==> src/verilog/ex_pkg.sv <==
package ex_pkg;

    typedef logic [31:0] word_t;    // Data word, PC or immediate
    typedef logic [4:0]  reg_idx_t; // Register number
    typedef logic [5:0]  opcode_t;
    typedef logic [5:0]  funct_t;

    localparam opcode_t OP_RTYPE = 6'b000000;
    localparam opcode_t OP_JAL   = 6'b000011;
    localparam opcode_t OP_BEQ   = 6'b000100;
    localparam opcode_t OP_BNE   = 6'b000101;
    localparam opcode_t OP_ADDI  = 6'b001000;
    localparam opcode_t OP_ADDIU = 6'b001001;
    localparam opcode_t OP_SLTI  = 6'b001010;
    localparam opcode_t OP_SLTIU = 6'b001011;
    localparam opcode_t OP_ANDI  = 6'b001100;
    localparam opcode_t OP_ORI   = 6'b001101;
    localparam opcode_t OP_XORI  = 6'b001110;
    localparam opcode_t OP_LUI   = 6'b001111;
    localparam opcode_t OP_LB    = 6'b100000;
    localparam opcode_t OP_LH    = 6'b100001;
    localparam opcode_t OP_LW    = 6'b100011;
    localparam opcode_t OP_SB    = 6'b101000;
    localparam opcode_t OP_SH    = 6'b101001;
    localparam opcode_t OP_SW    = 6'b101011;

    localparam funct_t FN_SLL  = 6'b000000;
    localparam funct_t FN_SRL  = 6'b000010;
    localparam funct_t FN_SRA  = 6'b000011;
    localparam funct_t FN_SLLV = 6'b000100;
    localparam funct_t FN_SRLV = 6'b000110;
    localparam funct_t FN_SRAV = 6'b000111;
    localparam funct_t FN_JALR = 6'b001001;
    localparam funct_t FN_ADD  = 6'b100000;
    localparam funct_t FN_ADDU = 6'b100001;
    localparam funct_t FN_SUB  = 6'b100010;
    localparam funct_t FN_SUBU = 6'b100011;
    localparam funct_t FN_AND  = 6'b100100;
    localparam funct_t FN_OR   = 6'b100101;
    localparam funct_t FN_XOR  = 6'b100110;
    localparam funct_t FN_NOR  = 6'b100111;
    localparam funct_t FN_SLT  = 6'b101010;
    localparam funct_t FN_SLTU = 6'b101011;

    typedef enum logic [3:0] {
        ALU_ADD  = 4'd0,
        ALU_ADDU = 4'd1,
        ALU_SUB  = 4'd2,
        ALU_SUBU = 4'd3,
        ALU_AND  = 4'd4,
        ALU_OR   = 4'd5,
        ALU_XOR  = 4'd6,
        ALU_NOR  = 4'd7,
        ALU_SLT  = 4'd8,
        ALU_SLTU = 4'd9,
        ALU_SLL  = 4'd10,
        ALU_SRL  = 4'd11,
        ALU_SRA  = 4'd12,
        ALU_LUI  = 4'd13,
        ALU_LINK = 4'd14
    } alu_ctrl_e;

    typedef enum logic [1:0] {
        A_REG   = 2'd0,
        A_SHAMT = 2'd1,
        A_PC    = 2'd2
    } a_src_e;

    typedef struct packed {
        logic reg_write;
        logic mem_to_reg;
        logic mem_read;
        logic mem_write;
        logic branch;
        logic alu_src;
        logic reg_dest;
        logic byte_en;
        logic halfword_en;
        logic word_en;
        logic hlt;
    } ex_ctrl_t;

    typedef struct packed {
        ex_ctrl_t ctrl;
        opcode_t  alu_op;
        word_t    pc;
        word_t    data_a;
        word_t    data_b;
        word_t    imm;   // Already extended by decode
        word_t    shamt;
        reg_idx_t rt;
        reg_idx_t rd;
    } id_ex_t;

    typedef struct packed {
        logic     reg_write;
        logic     mem_to_reg;
        logic     mem_read;
        logic     mem_write;
        logic     branch;
        logic     zero;
        logic     byte_en;
        logic     halfword_en;
        logic     word_en;
        logic     r31_ctrl;
        logic     hlt;
        logic     oe;
        word_t    branch_addr;
        word_t    alu_result;
        word_t    data_b;
        word_t    pc;
        reg_idx_t dest;
    } ex_mem_t;

endpackage
==> src/verilog/ex_top.sv <==
`timescale 1ns/1ps

module ex_top (
    input  logic            i_clk,
    input  logic            i_rst,
    input  logic            i_stall,
    input  logic            i_flush,
    input  ex_pkg::id_ex_t  i_id_ex,
    output ex_pkg::ex_mem_t o_ex_mem
);
    import ex_pkg::*;

    id_ex_t  id_ex_q;  // Registered decode bundle
    ex_mem_t ex_mem_d; // Execute result before EX/MEM

    id_ex_reg u_id_ex_reg (
        .i_clk   (i_clk),
        .i_rst   (i_rst),
        .i_stall (i_stall),
        .i_flush (i_flush),
        .i_id_ex (i_id_ex),
        .o_id_ex (id_ex_q)
    );

    ex_stage u_ex_stage (
        .i_id_ex  (id_ex_q),
        .o_ex_mem (ex_mem_d)
    );

    ex_mem_reg u_ex_mem_reg (
        .i_clk    (i_clk),
        .i_rst    (i_rst),
        .i_stall  (i_stall),
        .i_ex_mem (ex_mem_d),
        .o_ex_mem (o_ex_mem)
    );

endmodule

==> src/verilog/ex_mem_reg.sv <==
`timescale 1ns/1ps

module ex_mem_reg (
    input  logic            i_clk,
    input  logic            i_rst,
    input  logic            i_stall,
    input  ex_pkg::ex_mem_t i_ex_mem,
    output ex_pkg::ex_mem_t o_ex_mem
);

    // Reset clears every control bit presented to memory
    always_ff @(posedge i_clk) begin
        if (i_rst) begin
            o_ex_mem <= '0;
        end else if (!i_stall) begin
            o_ex_mem <= i_ex_mem;
        end
    end

    a_rd_wr_excl: assert property (
        @(posedge i_clk) disable iff (i_rst)
        !(o_ex_mem.mem_read && o_ex_mem.mem_write)
    ) else $error("ex_mem_reg: memory read and write both requested");

endmodule

==> src/verilog/id_ex_reg.sv <==
`timescale 1ns/1ps

module id_ex_reg (
    input  logic           i_clk,
    input  logic           i_rst,
    input  logic           i_stall,
    input  logic           i_flush,
    input  ex_pkg::id_ex_t i_id_ex,
    output ex_pkg::id_ex_t o_id_ex
);
    import ex_pkg::*;

    localparam id_ex_t BUBBLE = '0; // Decodes as sll $0,$0,0

    always_ff @(posedge i_clk) begin
        if (i_rst) begin
            o_id_ex <= '0;
        end else if (!i_stall) begin
            if (i_flush) begin
                o_id_ex <= BUBBLE;
            end else begin
                o_id_ex <= i_id_ex;
            end
        end
    end

    a_one_size_en: assert property (
        @(posedge i_clk) disable iff (i_rst)
        $onehot0({o_id_ex.ctrl.byte_en, o_id_ex.ctrl.halfword_en, o_id_ex.ctrl.word_en})
    ) else $error("id_ex_reg: more than one access size enabled");

endmodule

==> src/verilog/ex_stage.sv <==
`timescale 1ns/1ps

module ex_stage (
    input  ex_pkg::id_ex_t  i_id_ex,
    output ex_pkg::ex_mem_t o_ex_mem
);
    import ex_pkg::*;

    localparam reg_idx_t LINK_REG = 5'd31;

    funct_t    funct;
    alu_ctrl_e alu_ctrl;
    a_src_e    a_src;
    logic      r31_ctrl;
    word_t     alu_a;
    word_t     alu_b;
    word_t     alu_result;
    logic      zero;
    logic      oe;
    word_t     shifted_imm;
    word_t     branch_addr;
    reg_idx_t  rt_rd;
    reg_idx_t  dest;

    assign funct = i_id_ex.imm[5:0]; // Funct lives in the low immediate bits

    alu_control u_alu_control (
        .i_alu_op   (i_id_ex.alu_op),
        .i_funct    (funct),
        .o_alu_ctrl (alu_ctrl),
        .o_a_src    (a_src),
        .o_r31_ctrl (r31_ctrl)
    );

    always_comb begin
        case (a_src)
            A_SHAMT: alu_a = i_id_ex.shamt;
            A_PC:    alu_a = i_id_ex.pc;
            default: alu_a = i_id_ex.data_a;
        endcase
    end

    assign alu_b = i_id_ex.ctrl.alu_src ? i_id_ex.imm : i_id_ex.data_b;

    alu u_alu (
        .i_a        (alu_a),
        .i_b        (alu_b),
        .i_alu_ctrl (alu_ctrl),
        .o_result   (alu_result),
        .o_zero     (zero),
        .o_oe       (oe)
    );

    // Word offset to byte offset
    assign shifted_imm = {i_id_ex.imm[29:0], 2'b00};
    assign branch_addr = i_id_ex.pc + shifted_imm;

    assign rt_rd = i_id_ex.ctrl.reg_dest ? i_id_ex.rd : i_id_ex.rt;
    assign dest  = r31_ctrl ? LINK_REG : rt_rd;

    always_comb begin
        o_ex_mem.reg_write   = i_id_ex.ctrl.reg_write;
        o_ex_mem.mem_to_reg  = i_id_ex.ctrl.mem_to_reg;
        o_ex_mem.mem_read    = i_id_ex.ctrl.mem_read;
        o_ex_mem.mem_write   = i_id_ex.ctrl.mem_write;
        o_ex_mem.branch      = i_id_ex.ctrl.branch;
        o_ex_mem.zero        = zero;
        o_ex_mem.byte_en     = i_id_ex.ctrl.byte_en;
        o_ex_mem.halfword_en = i_id_ex.ctrl.halfword_en;
        o_ex_mem.word_en     = i_id_ex.ctrl.word_en;
        o_ex_mem.r31_ctrl    = r31_ctrl;
        o_ex_mem.hlt         = i_id_ex.ctrl.hlt;
        o_ex_mem.oe          = oe;
        o_ex_mem.branch_addr = branch_addr;
        o_ex_mem.alu_result  = alu_result;
        o_ex_mem.data_b      = i_id_ex.data_b; // Store data, unshifted
        o_ex_mem.pc          = i_id_ex.pc;
        o_ex_mem.dest        = dest;
    end

endmodule

==> src/verilog/alu.sv <==
`timescale 1ns/1ps

module alu (
    input  ex_pkg::word_t     i_a,
    input  ex_pkg::word_t     i_b,
    input  ex_pkg::alu_ctrl_e i_alu_ctrl,
    output ex_pkg::word_t     o_result,
    output logic              o_zero,
    output logic              o_oe
);
    import ex_pkg::*;

    word_t      sum;
    word_t      diff;
    logic [4:0] amt;
    logic       add_ov;
    logic       sub_ov;

    assign sum  = i_a + i_b;
    assign diff = i_a - i_b;
    assign amt  = i_a[4:0]; // Shamt or rs, low five bits

    // Same-sign operands giving a result of the other sign
    assign add_ov = (i_a[31] == i_b[31]) && (sum[31] != i_a[31]);
    assign sub_ov = (i_a[31] != i_b[31]) && (diff[31] != i_a[31]);

    always_comb begin
        o_oe = 1'b0;
        case (i_alu_ctrl)
            ALU_ADD: begin
                o_result = sum;
                o_oe     = add_ov;
            end
            ALU_ADDU: o_result = sum;
            ALU_SUB: begin
                o_result = diff;
                o_oe     = sub_ov;
            end
            ALU_SUBU: o_result = diff;
            ALU_AND:  o_result = i_a & i_b;
            ALU_OR:   o_result = i_a | i_b;
            ALU_XOR:  o_result = i_a ^ i_b;
            ALU_NOR:  o_result = ~(i_a | i_b);
            ALU_SLT:  o_result = {31'd0, $signed(i_a) < $signed(i_b)};
            ALU_SLTU: o_result = {31'd0, i_a < i_b};
            ALU_SLL:  o_result = i_b << amt;
            ALU_SRL:  o_result = i_b >> amt;
            ALU_SRA:  o_result = word_t'($signed(i_b) >>> amt);
            ALU_LUI:  o_result = {i_b[15:0], 16'h0000};
            ALU_LINK: o_result = i_a + 32'd8; // Skip the delay slot
            default:  o_result = sum;
        endcase
    end

    assign o_zero = (o_result == '0);

    // Trap flag only for the signed add and subtract
    a_oe_signed_only: assert final (!o_oe || (i_alu_ctrl inside {ALU_ADD, ALU_SUB}))
        else $error("alu: overflow flagged for op %0d", i_alu_ctrl);

endmodule

==> src/verilog/alu_control.sv <==
`timescale 1ns/1ps

module alu_control (
    input  ex_pkg::opcode_t   i_alu_op,
    input  ex_pkg::funct_t    i_funct,
    output ex_pkg::alu_ctrl_e o_alu_ctrl,
    output ex_pkg::a_src_e    o_a_src,
    output logic              o_r31_ctrl
);
    import ex_pkg::*;

    always_comb begin
        o_alu_ctrl = ALU_ADDU;
        o_a_src    = A_REG;
        o_r31_ctrl = 1'b0;
        case (i_alu_op)
            OP_RTYPE: begin
                case (i_funct)
                    FN_ADD:  o_alu_ctrl = ALU_ADD;
                    FN_ADDU: o_alu_ctrl = ALU_ADDU;
                    FN_SUB:  o_alu_ctrl = ALU_SUB;
                    FN_SUBU: o_alu_ctrl = ALU_SUBU;
                    FN_AND:  o_alu_ctrl = ALU_AND;
                    FN_OR:   o_alu_ctrl = ALU_OR;
                    FN_XOR:  o_alu_ctrl = ALU_XOR;
                    FN_NOR:  o_alu_ctrl = ALU_NOR;
                    FN_SLT:  o_alu_ctrl = ALU_SLT;
                    FN_SLTU: o_alu_ctrl = ALU_SLTU;
                    FN_SLL: begin
                        o_alu_ctrl = ALU_SLL;
                        o_a_src    = A_SHAMT;
                    end
                    FN_SRL: begin
                        o_alu_ctrl = ALU_SRL;
                        o_a_src    = A_SHAMT;
                    end
                    FN_SRA: begin
                        o_alu_ctrl = ALU_SRA;
                        o_a_src    = A_SHAMT;
                    end
                    FN_SLLV: o_alu_ctrl = ALU_SLL; // Amount from rs
                    FN_SRLV: o_alu_ctrl = ALU_SRL;
                    FN_SRAV: o_alu_ctrl = ALU_SRA;
                    FN_JALR: begin
                        o_alu_ctrl = ALU_LINK; // Return address, dest is rd
                        o_a_src    = A_PC;
                    end
                    default: o_alu_ctrl = ALU_ADDU;
                endcase
            end
            OP_LW, OP_SW, OP_LB, OP_SB, OP_LH, OP_SH: begin
                o_alu_ctrl = ALU_ADD; // Effective address
            end
            OP_ADDI:  o_alu_ctrl = ALU_ADD;
            OP_ADDIU: o_alu_ctrl = ALU_ADDU;
            OP_SLTI:  o_alu_ctrl = ALU_SLT;
            OP_SLTIU: o_alu_ctrl = ALU_SLTU;
            OP_ANDI:  o_alu_ctrl = ALU_AND;
            OP_ORI:   o_alu_ctrl = ALU_OR;
            OP_XORI:  o_alu_ctrl = ALU_XOR;
            OP_LUI:   o_alu_ctrl = ALU_LUI;
            OP_BEQ, OP_BNE: begin
                o_alu_ctrl = ALU_SUBU; // Compare through zero flag
            end
            OP_JAL: begin
                o_alu_ctrl = ALU_LINK;
                o_a_src    = A_PC;
                o_r31_ctrl = 1'b1;
            end
            default: o_alu_ctrl = ALU_ADDU;
        endcase
    end

endmodule

==> config.mk <==
export PLATFORM = sky130hd
export DESIGN_NAME = ex_top
export DESIGN_NICKNAME = d
export VERILOG_FILES = /design/src/verilog/ex_pkg.sv /design/src/verilog/ex_top.sv /design/src/verilog/ex_mem_reg.sv /design/src/verilog/id_ex_reg.sv /design/src/verilog/ex_stage.sv /design/src/verilog/alu.sv /design/src/verilog/alu_control.sv
export SDC_FILE = /design/constraint.sdc
export NUM_CORES = 1
export LEC_CHECK = 0
export ABC_AREA = 1
export BUFFER_PORTS_ARGS = -buffer_cell sky130_fd_sc_hd__buf_2
export CAP_MARGIN = 20
export CORE_MARGIN = 10
export CORE_UTILIZATION = 42
export DETAILED_ROUTE_END_ITERATION = 12
export HOLD_SLACK_MARGIN = 0.03
export PLACE_DENSITY = 0.61
export SYNTH_ARGS = -nofsm -noshare
export SYNTH_HDL_FRONTEND = slang
export SYNTH_HIERARCHICAL = 1
export SYNTH_SLANG_ARGS = --single-unit
==> constraint.sdc <==
create_clock -name i_clk -period 5.1 [get_ports i_clk]
set_clock_uncertainty 0.2 [all_clocks]
set_input_delay 0.255 -clock i_clk [delete_from_list [all_inputs] [get_ports i_clk]]
set_output_delay 0.255 -clock i_clk [all_outputs]
set_load 0.005 [all_outputs]
==> impl_metrics.py, run 1 <==
metrics = {
    "global_route": {
        "grt_usage": 0.3603,
        "antenna_found_initial": 1,
        "grt_max_degree": 163,
        "grt_overflow": 0,
        "grt_pass1_wl_um": 211800,
        "grt_pass1_vias": 32303,
    },
    "detailed_routing": {
        "drc": 0,
        "via_per_inst": 5.389,
        "routed_wl_um": 146200,
        "via_count": 35054,
        "ant_nets": 0,
        "wl_per_cell_um": 22.48,
        "firstDrtPassIters": 7,
        "first_iter_violations": 4404,
    },
    "power_and_ir_drop": {
        "power_frac_comb": 0.472,
        "power.total_mw": 10.86,
        "ir_drop_uv": 257.8,
        "p_sw_mw": 4.620,
        "p_clk_frac": 0.265,
        "p_int_mw": 6.240,
        "pwr_density_cell_nw_per_um2": 303.5,
        "switching_share": 0.4254,
        "p_leak_nw": 18.19,
        "pwr-share-seq": 0.263,
    },
    "floorplanning": {
        "core.rowCount": 94,
        "coreArea_um2": 65980,
        "die_h_um": 278.4,
        "die_x_um": 278.4,
        "dieArea_um2": 77500,
        "start_util": 0.4250,
        "ios": 336,
    },
    "critical_path": {
        "crit_family": "simple AND/OR/NAND/NOR gates",
        "path_depth": 28,
        "endpoint": "u_ex_mem_reg/o_ex_mem[139]",
        "cp-end-kind": "flop",
        "r2r_slack_ns": 0.17,
        "reg2reg_depth": 28,
        "path_common_cell": "nor2_1",
        "setup.worst_path.class": "flop to flop",
        "timing.rr.end": "u_ex_mem_reg/o_ex_mem[139]",
        "path_max_fanout": 9,
        "critPathSlowestCell": "ha_1",
        "slowest_delay_ns": 0.35,
        "r2r_start": "u_id_ex_reg/o_id_ex[47]",
        "required_ns": 5.43,
        "cp_num_buf_inv": 6,
        "start_kind": "flop",
        "critPathArrivalTime_ns": 5.26,
        "startpoint": "u_id_ex_reg/o_id_ex[47]",
    },
    "place": {
        "numPortBuffers": 335,
        "globalplace.congestion": 1.075,
        "hpwl_um": 116500,
        "place_area_um2": 31970,
        "place_ws_ns": -0.1626,
    },
    "sta": {
        "hold_violations": 0,
        "worst_slew_pin_slew_ns": 1.096,
        "slew_headroom": 0.2684,
        "timing.setup.tns_ns": 0,
        "clock.fmax_mhz": 202.8,
        "fin_crit_ns": 4.931,
        "setup_viol": 0,
        "setup_ws_ns": 0.1689,
        "drv_slew": 0,
        "fin_crit_sh": 0.9669,
    },
    "cts": {
        "tritoncts": "done",
        "clk_pin_slew_ns": 0.07,
        "clk_latency_ns": 0.59,
        "clk_path_buf_depth": 3,
        "numCtsBuffers": 39,
        "cts_max_level": 2,
        "cts_root_buf": "clkbuf_16",
        "cts_setup_buffers": 0,
        "clock-sinks": 332,
    },
    "logic_synthesis": {
        "synth_flop_cell": "dfxtp_1",
        "yosys_warnings": 6,
        "synth_area_leaders": "dfxtp_1 24%, nand2_1 23%, nand3_1 9.5%",
        "synth_commonest_cells": "1738 x nand2_1, 621 x nor2_1, 558 x inv_1",
        "synth_area_um2": 28040,
        "syn-num-nets": 5283,
        "ys_ff_latch": 332,
        "async_reset_ff_frac": 0,
        "synth_cell_types": 53,
        "synth_top_area_share": 0.2370,
        "avgSynthCellArea_um2": 5.652,
        "ys_seq_area_frac": 0.2370,
        "synth_edf_count": 0,
        "yosysMostFrequentCell": "nand2_1",
        "yosysTopAreaCell": "dfxtp_1",
        "synthCells": 4961,
    },
    "worst_hold_path": {
        "min_path_type": "input pin to flop",
        "holdPathStages": 2,
    },
    "run": {
        "max_cap_viol_count": 0,
    },
    "run_status": {
        "status": "completed",
    },
    "cells_and_area": {
        "syn2layout_area_growth_pct": 27.62,
        "finalInstanceArea_um2": 35790,
        "fin_util": 0.5424,
        "n_antenna_cell": 0,
        "drive_gt1_frac": 0.1631,
        "n_fill_cell": 6841,
        "nNetsFinal": 5936,
    },
}
-- worst min-delay path by stage --
| stage | start | end | slack, ns |
|---|---|---|---|
| final | i_rst | u_id_ex_reg/o_id_ex[141] | 0.04 |
| after global routing | i_rst | u_id_ex_reg/o_id_ex[145] | 0.07 |
| after CTS | i_rst | u_id_ex_reg/o_id_ex[145] | 0.03 |
| after detailed placement | u_id_ex_reg/o_id_ex[16] | u_id_ex_reg/o_id_ex[16] | 0.26 |
| after global placement | u_id_ex_reg/o_id_ex[185] | u_id_ex_reg/o_id_ex[185] | 0.25 |
| after floorplan | i_id_ex[105] | u_id_ex_reg/o_id_ex[105] | 0.20 |
-- metal layers --
metal	track usage	vias up	share of wire
met4	0.1777	2	0.057
met1	0.4638	16048	0.41
met5	0	-	0.000089
met2	0.5763	1812	0.44
li1	-	16820	-
met3	0.06042	372	0.090
-- worst register-to-register path, delay by kind of cell (launching register included) --
kind                       cells  cell delay [ns]
and+or+nand+nor               16             2.31
buffers and inverters          6             0.91
AOI/OAI and AO/OA              4             0.59
adders and majority gates      2             0.56
DFF                            1             0.33
-- sequential cells by signal, indices dropped and copies added, names as in the netlist --
signal,cells
u_id_ex_reg/o_id_ex,187
u_ex_mem_reg/o_ex_mem,145
-- placed cells by master (no fill, tap or decap), drive strengths merged, types with 32 or more instances in the layout --
cell	synthesis	routed
a21oi	359	359
nand2	1757	1757
dlygate4sd3	0	228
clkbuf	73	55
buf	227	684
dfxtp	332	332
nor2	644	644
ha	128	128
nand3	544	544
inv	575	576
nor3	32	32
nand4	62	62
o21ai	88	88
-- stage by stage --
stage	instances	hold slack, ns
after global routing	6505	0.07286
after CTS	6505	0.03003
after global placement	6209	0.2523
after floorplan	4961	0.1979
final	6505	0.03520
after detailed placement	6209	0.2566
-- timing repair --
action	in CTS	in global routing
gates resized for setup	4	65
endpoints found under the setup margin	1	5
hold buffers	228	0
hold endpoints to repair	187	0
pin swaps	0	1
-- cells by family (layout without fill, tap and decap cells) --
| family | count (synthesis) | after routing | share of synthesized area |
|---|---|---|---|
| and+or+nand+nor | 3068 | 3068 | 0.4527 |
| AOI/OAI and AO/OA | 499 | 499 | 0.09459 |
| adders and majority gates | 131 | 131 | 0.05925 |
| DFF | 332 | 332 | 0.2370 |
| xor gates and xnor gates | 24 | 24 | 0.007496 |
| buffers and inverters | 876 | 1556 | 0.1364 |
| muxes | 31 | 31 | 0.01245 |
-- final cells by class --
type                            count  area, um2  share of cell area
Tap cell                          864       1081             0.03021
Timing Repair Buffer              912       6753              0.1887
Multi-Input combinational cell   3753      17860              0.4991
Sequential cell                   332       6646              0.1857
Clock inverter                     13      142.6            0.003986
Clock buffer                       55       1137             0.03178
Inverter                          576       2166             0.06052
-- power by group through the flow --
stage          registers, mW  clock network (mW)  logic, mW
3_3_place_gp            2.91                   0       4.77
4_1_cts                 2.85                2.91       4.91
3_5_place_dp            2.91                   0       4.75
6_report                2.86                2.87       5.13
2_1_floorplan           2.88                   0       2.65
5_1_grt                 2.87                3.00       5.54
(Power assumes the default switching activity.)
==> run 2: changes to the inputs <==
- RECOVER_POWER: default -> 25
==> run 2 against run 1 <==
Against the previous run: the flow now finishes with violations (capacitance limit, slew limit); non-clock buffer count unchanged; clock power about the same; sequential power about the same; core utilization decreased by 0.20 points; wire length about the same; first-iteration DRC count decreased by 3.1%; power about the same; critical path depth unchanged; fmax increased by 0.39%; clock-buffer cell count unchanged; critical path type unchanged; largest cell class unchanged.
==> impl_metrics.py, run 2 (synthesized netlist as in run 1, its figures left out) <==
metrics = {
    "run_status": {
        "status": "finished, violations left",
        "violations": "capacitance limit, slew limit",
    },
    "global_route": {
        "grtUsageMet3": 0.06042,
        "grtUsageMet1": 0.4638,
        "antenna_found_initial": 1,
        "grt_pass1_wl_um": 211800,
        "grt-busiest-layer": "met2",
        "grt_pass1_vias": 32303,
        "grt_use_met2": 0.5763,
        "grt_overflow": 0,
        "grt_usage": 0.3603,
        "grt_max_degree": 163,
    },
    "power_and_ir_drop": {
        "p_clk_frac": 0.265,
        "pwr-share-seq": 0.264,
        "p_int_mw": 6.226,
        "switching_share": 0.4262,
        "power_frac_comb": 0.472,
        "p_sw_mw": 4.624,
        "p_leak_nw": 17.80,
        "ir_drop_uv": 256.1,
        "pwr_density_cell_nw_per_um2": 304.3,
        "power.total_mw": 10.85,
    },
    "detailed_routing": {
        "first_iter_violations": 4269,
        "firstDrtPassIters": 9,
        "wl_per_cell_um": 22.48,
        "drc": 0,
        "routed_wl_um": 146200,
        "via_per_inst": 5.397,
        "ant_nets": 0,
        "via_count": 35105,
    },
    "cts": {
        "numCtsBuffers": 39,
        "clk_latency_ns": 0.59,
        "cts_setup_buffers": 0,
        "clk_pin_slew_ns": 0.07,
        "clock-sinks": 332,
        "clk_path_buf_depth": 3,
        "cts_root_buf": "clkbuf_16",
        "tritoncts": "done",
        "cts_max_level": 2,
    },
    "critical_path": {
        "setup.worst_path.class": "flop to flop",
        "critPathSlowestCell": "ha_1",
        "required_ns": 5.43,
        "cp_num_buf_inv": 6,
        "path_depth": 28,
        "path_common_cell": "nor2_1",
        "cp-end-kind": "flop",
        "critPathArrivalTime_ns": 5.24,
        "r2r_start": "u_id_ex_reg/o_id_ex[47]",
        "timing.rr.end": "u_ex_mem_reg/o_ex_mem[139]",
        "reg2reg_depth": 28,
        "r2r_slack_ns": 0.19,
        "crit_family": "simple AND/OR/NAND/NOR gates",
        "path_max_fanout": 9,
        "start_kind": "flop",
        "slowest_delay_ns": 0.35,
    },
    "worst_hold_path": {
        "min_path_type": "input pin to flop",
        "hold-path-endpoint": "u_id_ex_reg/o_id_ex[32]",
        "holdPathStages": 3,
        "hold_start": "i_stall",
    },
    "cells_and_area": {
        "top_regs": "u_id_ex_reg/o_id_ex (187), u_ex_mem_reg/o_ex_mem (145)",
        "largest-register": "u_id_ex_reg/o_id_ex",
        "largest_reg_flops": 187,
        "finalInstanceArea_um2": 35660,
        "drive_gt1_frac": 0.1455,
        "multi_input_area_um2": 17860,
        "nNetsFinal": 5936,
        "seq_area_um2": 6646,
        "n_fill_cell": 6898,
        "syn2layout_area_growth_pct": 27.16,
        "layout.cells.most_common": "nand2_1",
        "n_antenna_cell": 0,
        "final_cell_mix": "1736 x nand2_1, 605 x nor2_1, 555 x inv_1",
    },
    "sta": {
        "clock.fmax_mhz": 203.6,
        "fin_crit_ns": 4.912,
        "fin_crit_sh": 0.9631,
        "slew_headroom": -0.5401,
        "drv_slew": 108,
        "worst_slew_pin_slew_ns": 2.310,
        "hold_violations": 0,
        "setup_viol": 0,
    },
    "run": {
        "max_cap_viol_count": 1,
    },
    "floorplanning": {
        "coreArea_um2": 65980,
        "start_util": 0.4250,
        "die_h_um": 278.4,
        "die_x_um": 278.4,
        "core.rowCount": 94,
        "ios": 336,
        "dieArea_um2": 77500,
    },
    "place": {
        "hpwl_um": 116500,
        "place_area_um2": 31970,
        "globalplace.congestion": 1.075,
        "numPortBuffers": 335,
    },
}
==> run 2: cell types whose count changed in the layout (fill, tap and decap cells not counted) <==
cell / before / now
clkbuf_1: 7 / 106
clkbuf_2: 0 / 1
buf_2: 333 / 234
buf_6: 3 / 2
==> run 2: what timing repair did <==
item,CTS,global route
endpoints found under the hold margin,187,0
resized for setup,4,65
hold buffers,228,0
gates cloned,0,0
pin swaps,0,1
endpoints found under the setup margin,1,5
==> run 2: tightest hold or removal path: cells and delay by family <==
kind / cells / cell delay, ns
buf+inv: 1 / 0.28
simple gates: 1 / 0.14
compound gates: 1 / 0.05
==> run 2: worst max-delay path by stage <==
stage                                   startpoint                    endpoint  slack, ns
after global routing       u_id_ex_reg/o_id_ex[47]  u_ex_mem_reg/o_ex_mem[139]      -0.05
after global placement     u_id_ex_reg/o_id_ex[47]  u_ex_mem_reg/o_ex_mem[139]      -0.24
after CTS                  u_id_ex_reg/o_id_ex[47]  u_ex_mem_reg/o_ex_mem[139]       0.01
final                      u_id_ex_reg/o_id_ex[47]  u_ex_mem_reg/o_ex_mem[139]       0.19
after detailed placement   u_id_ex_reg/o_id_ex[47]  u_ex_mem_reg/o_ex_mem[139]      -0.16
after floorplan           u_id_ex_reg/o_id_ex[174]  u_ex_mem_reg/o_ex_mem[139]       0.18
==> run 2: power by group through the flow <==
stage                     clock network [mW]  registers [mW]  logic, mW
after floorplan                            0            2.88       2.65
after global placement                     0            2.91       4.77
after detailed placement                   0            2.91       4.75
after CTS                               2.91            2.85       4.91
after global routing                    3.00            2.87       5.53
final                                   2.87            2.86       5.12
==> run 2: area by class of cell <==
type / count / share of cell area
Multi-Input combinational cell: 3753 / 0.5009
Sequential cell: 332 / 0.1864
Timing Repair Buffer: 912 / 0.1857
Inverter: 576 / 0.06074
Clock buffer: 55 / 0.03190
Tap cell: 864 / 0.03032
Clock inverter: 13 / 0.004000
==> run 2: routing by layer <==
layer / part of all wire / vias to the layer above
met3: 0.089 / 370
li1: - / 16836
met4: 0.057 / 2
met2: 0.44 / 1725
met5: 0.000089 / -
met1: 0.41 / 16172
==> run 2: stage by stage <==
step	cells	setup WS, ns	utilization	hold slack [ns]	setup TNS [ns]
after floorplan	4961	0.1765	-	0.1979	0
after global placement	6209	-0.2357	0.4845	0.2523	-0.2357
after detailed placement	6209	-0.1626	0.4845	0.2566	-0.1626
after CTS	6505	0.01310	0.5387	0.03003	0
after global routing	6505	-0.05477	0.5404	0.09404	-0.05477
final	6505	0.1880	0.5404	0.04229	0
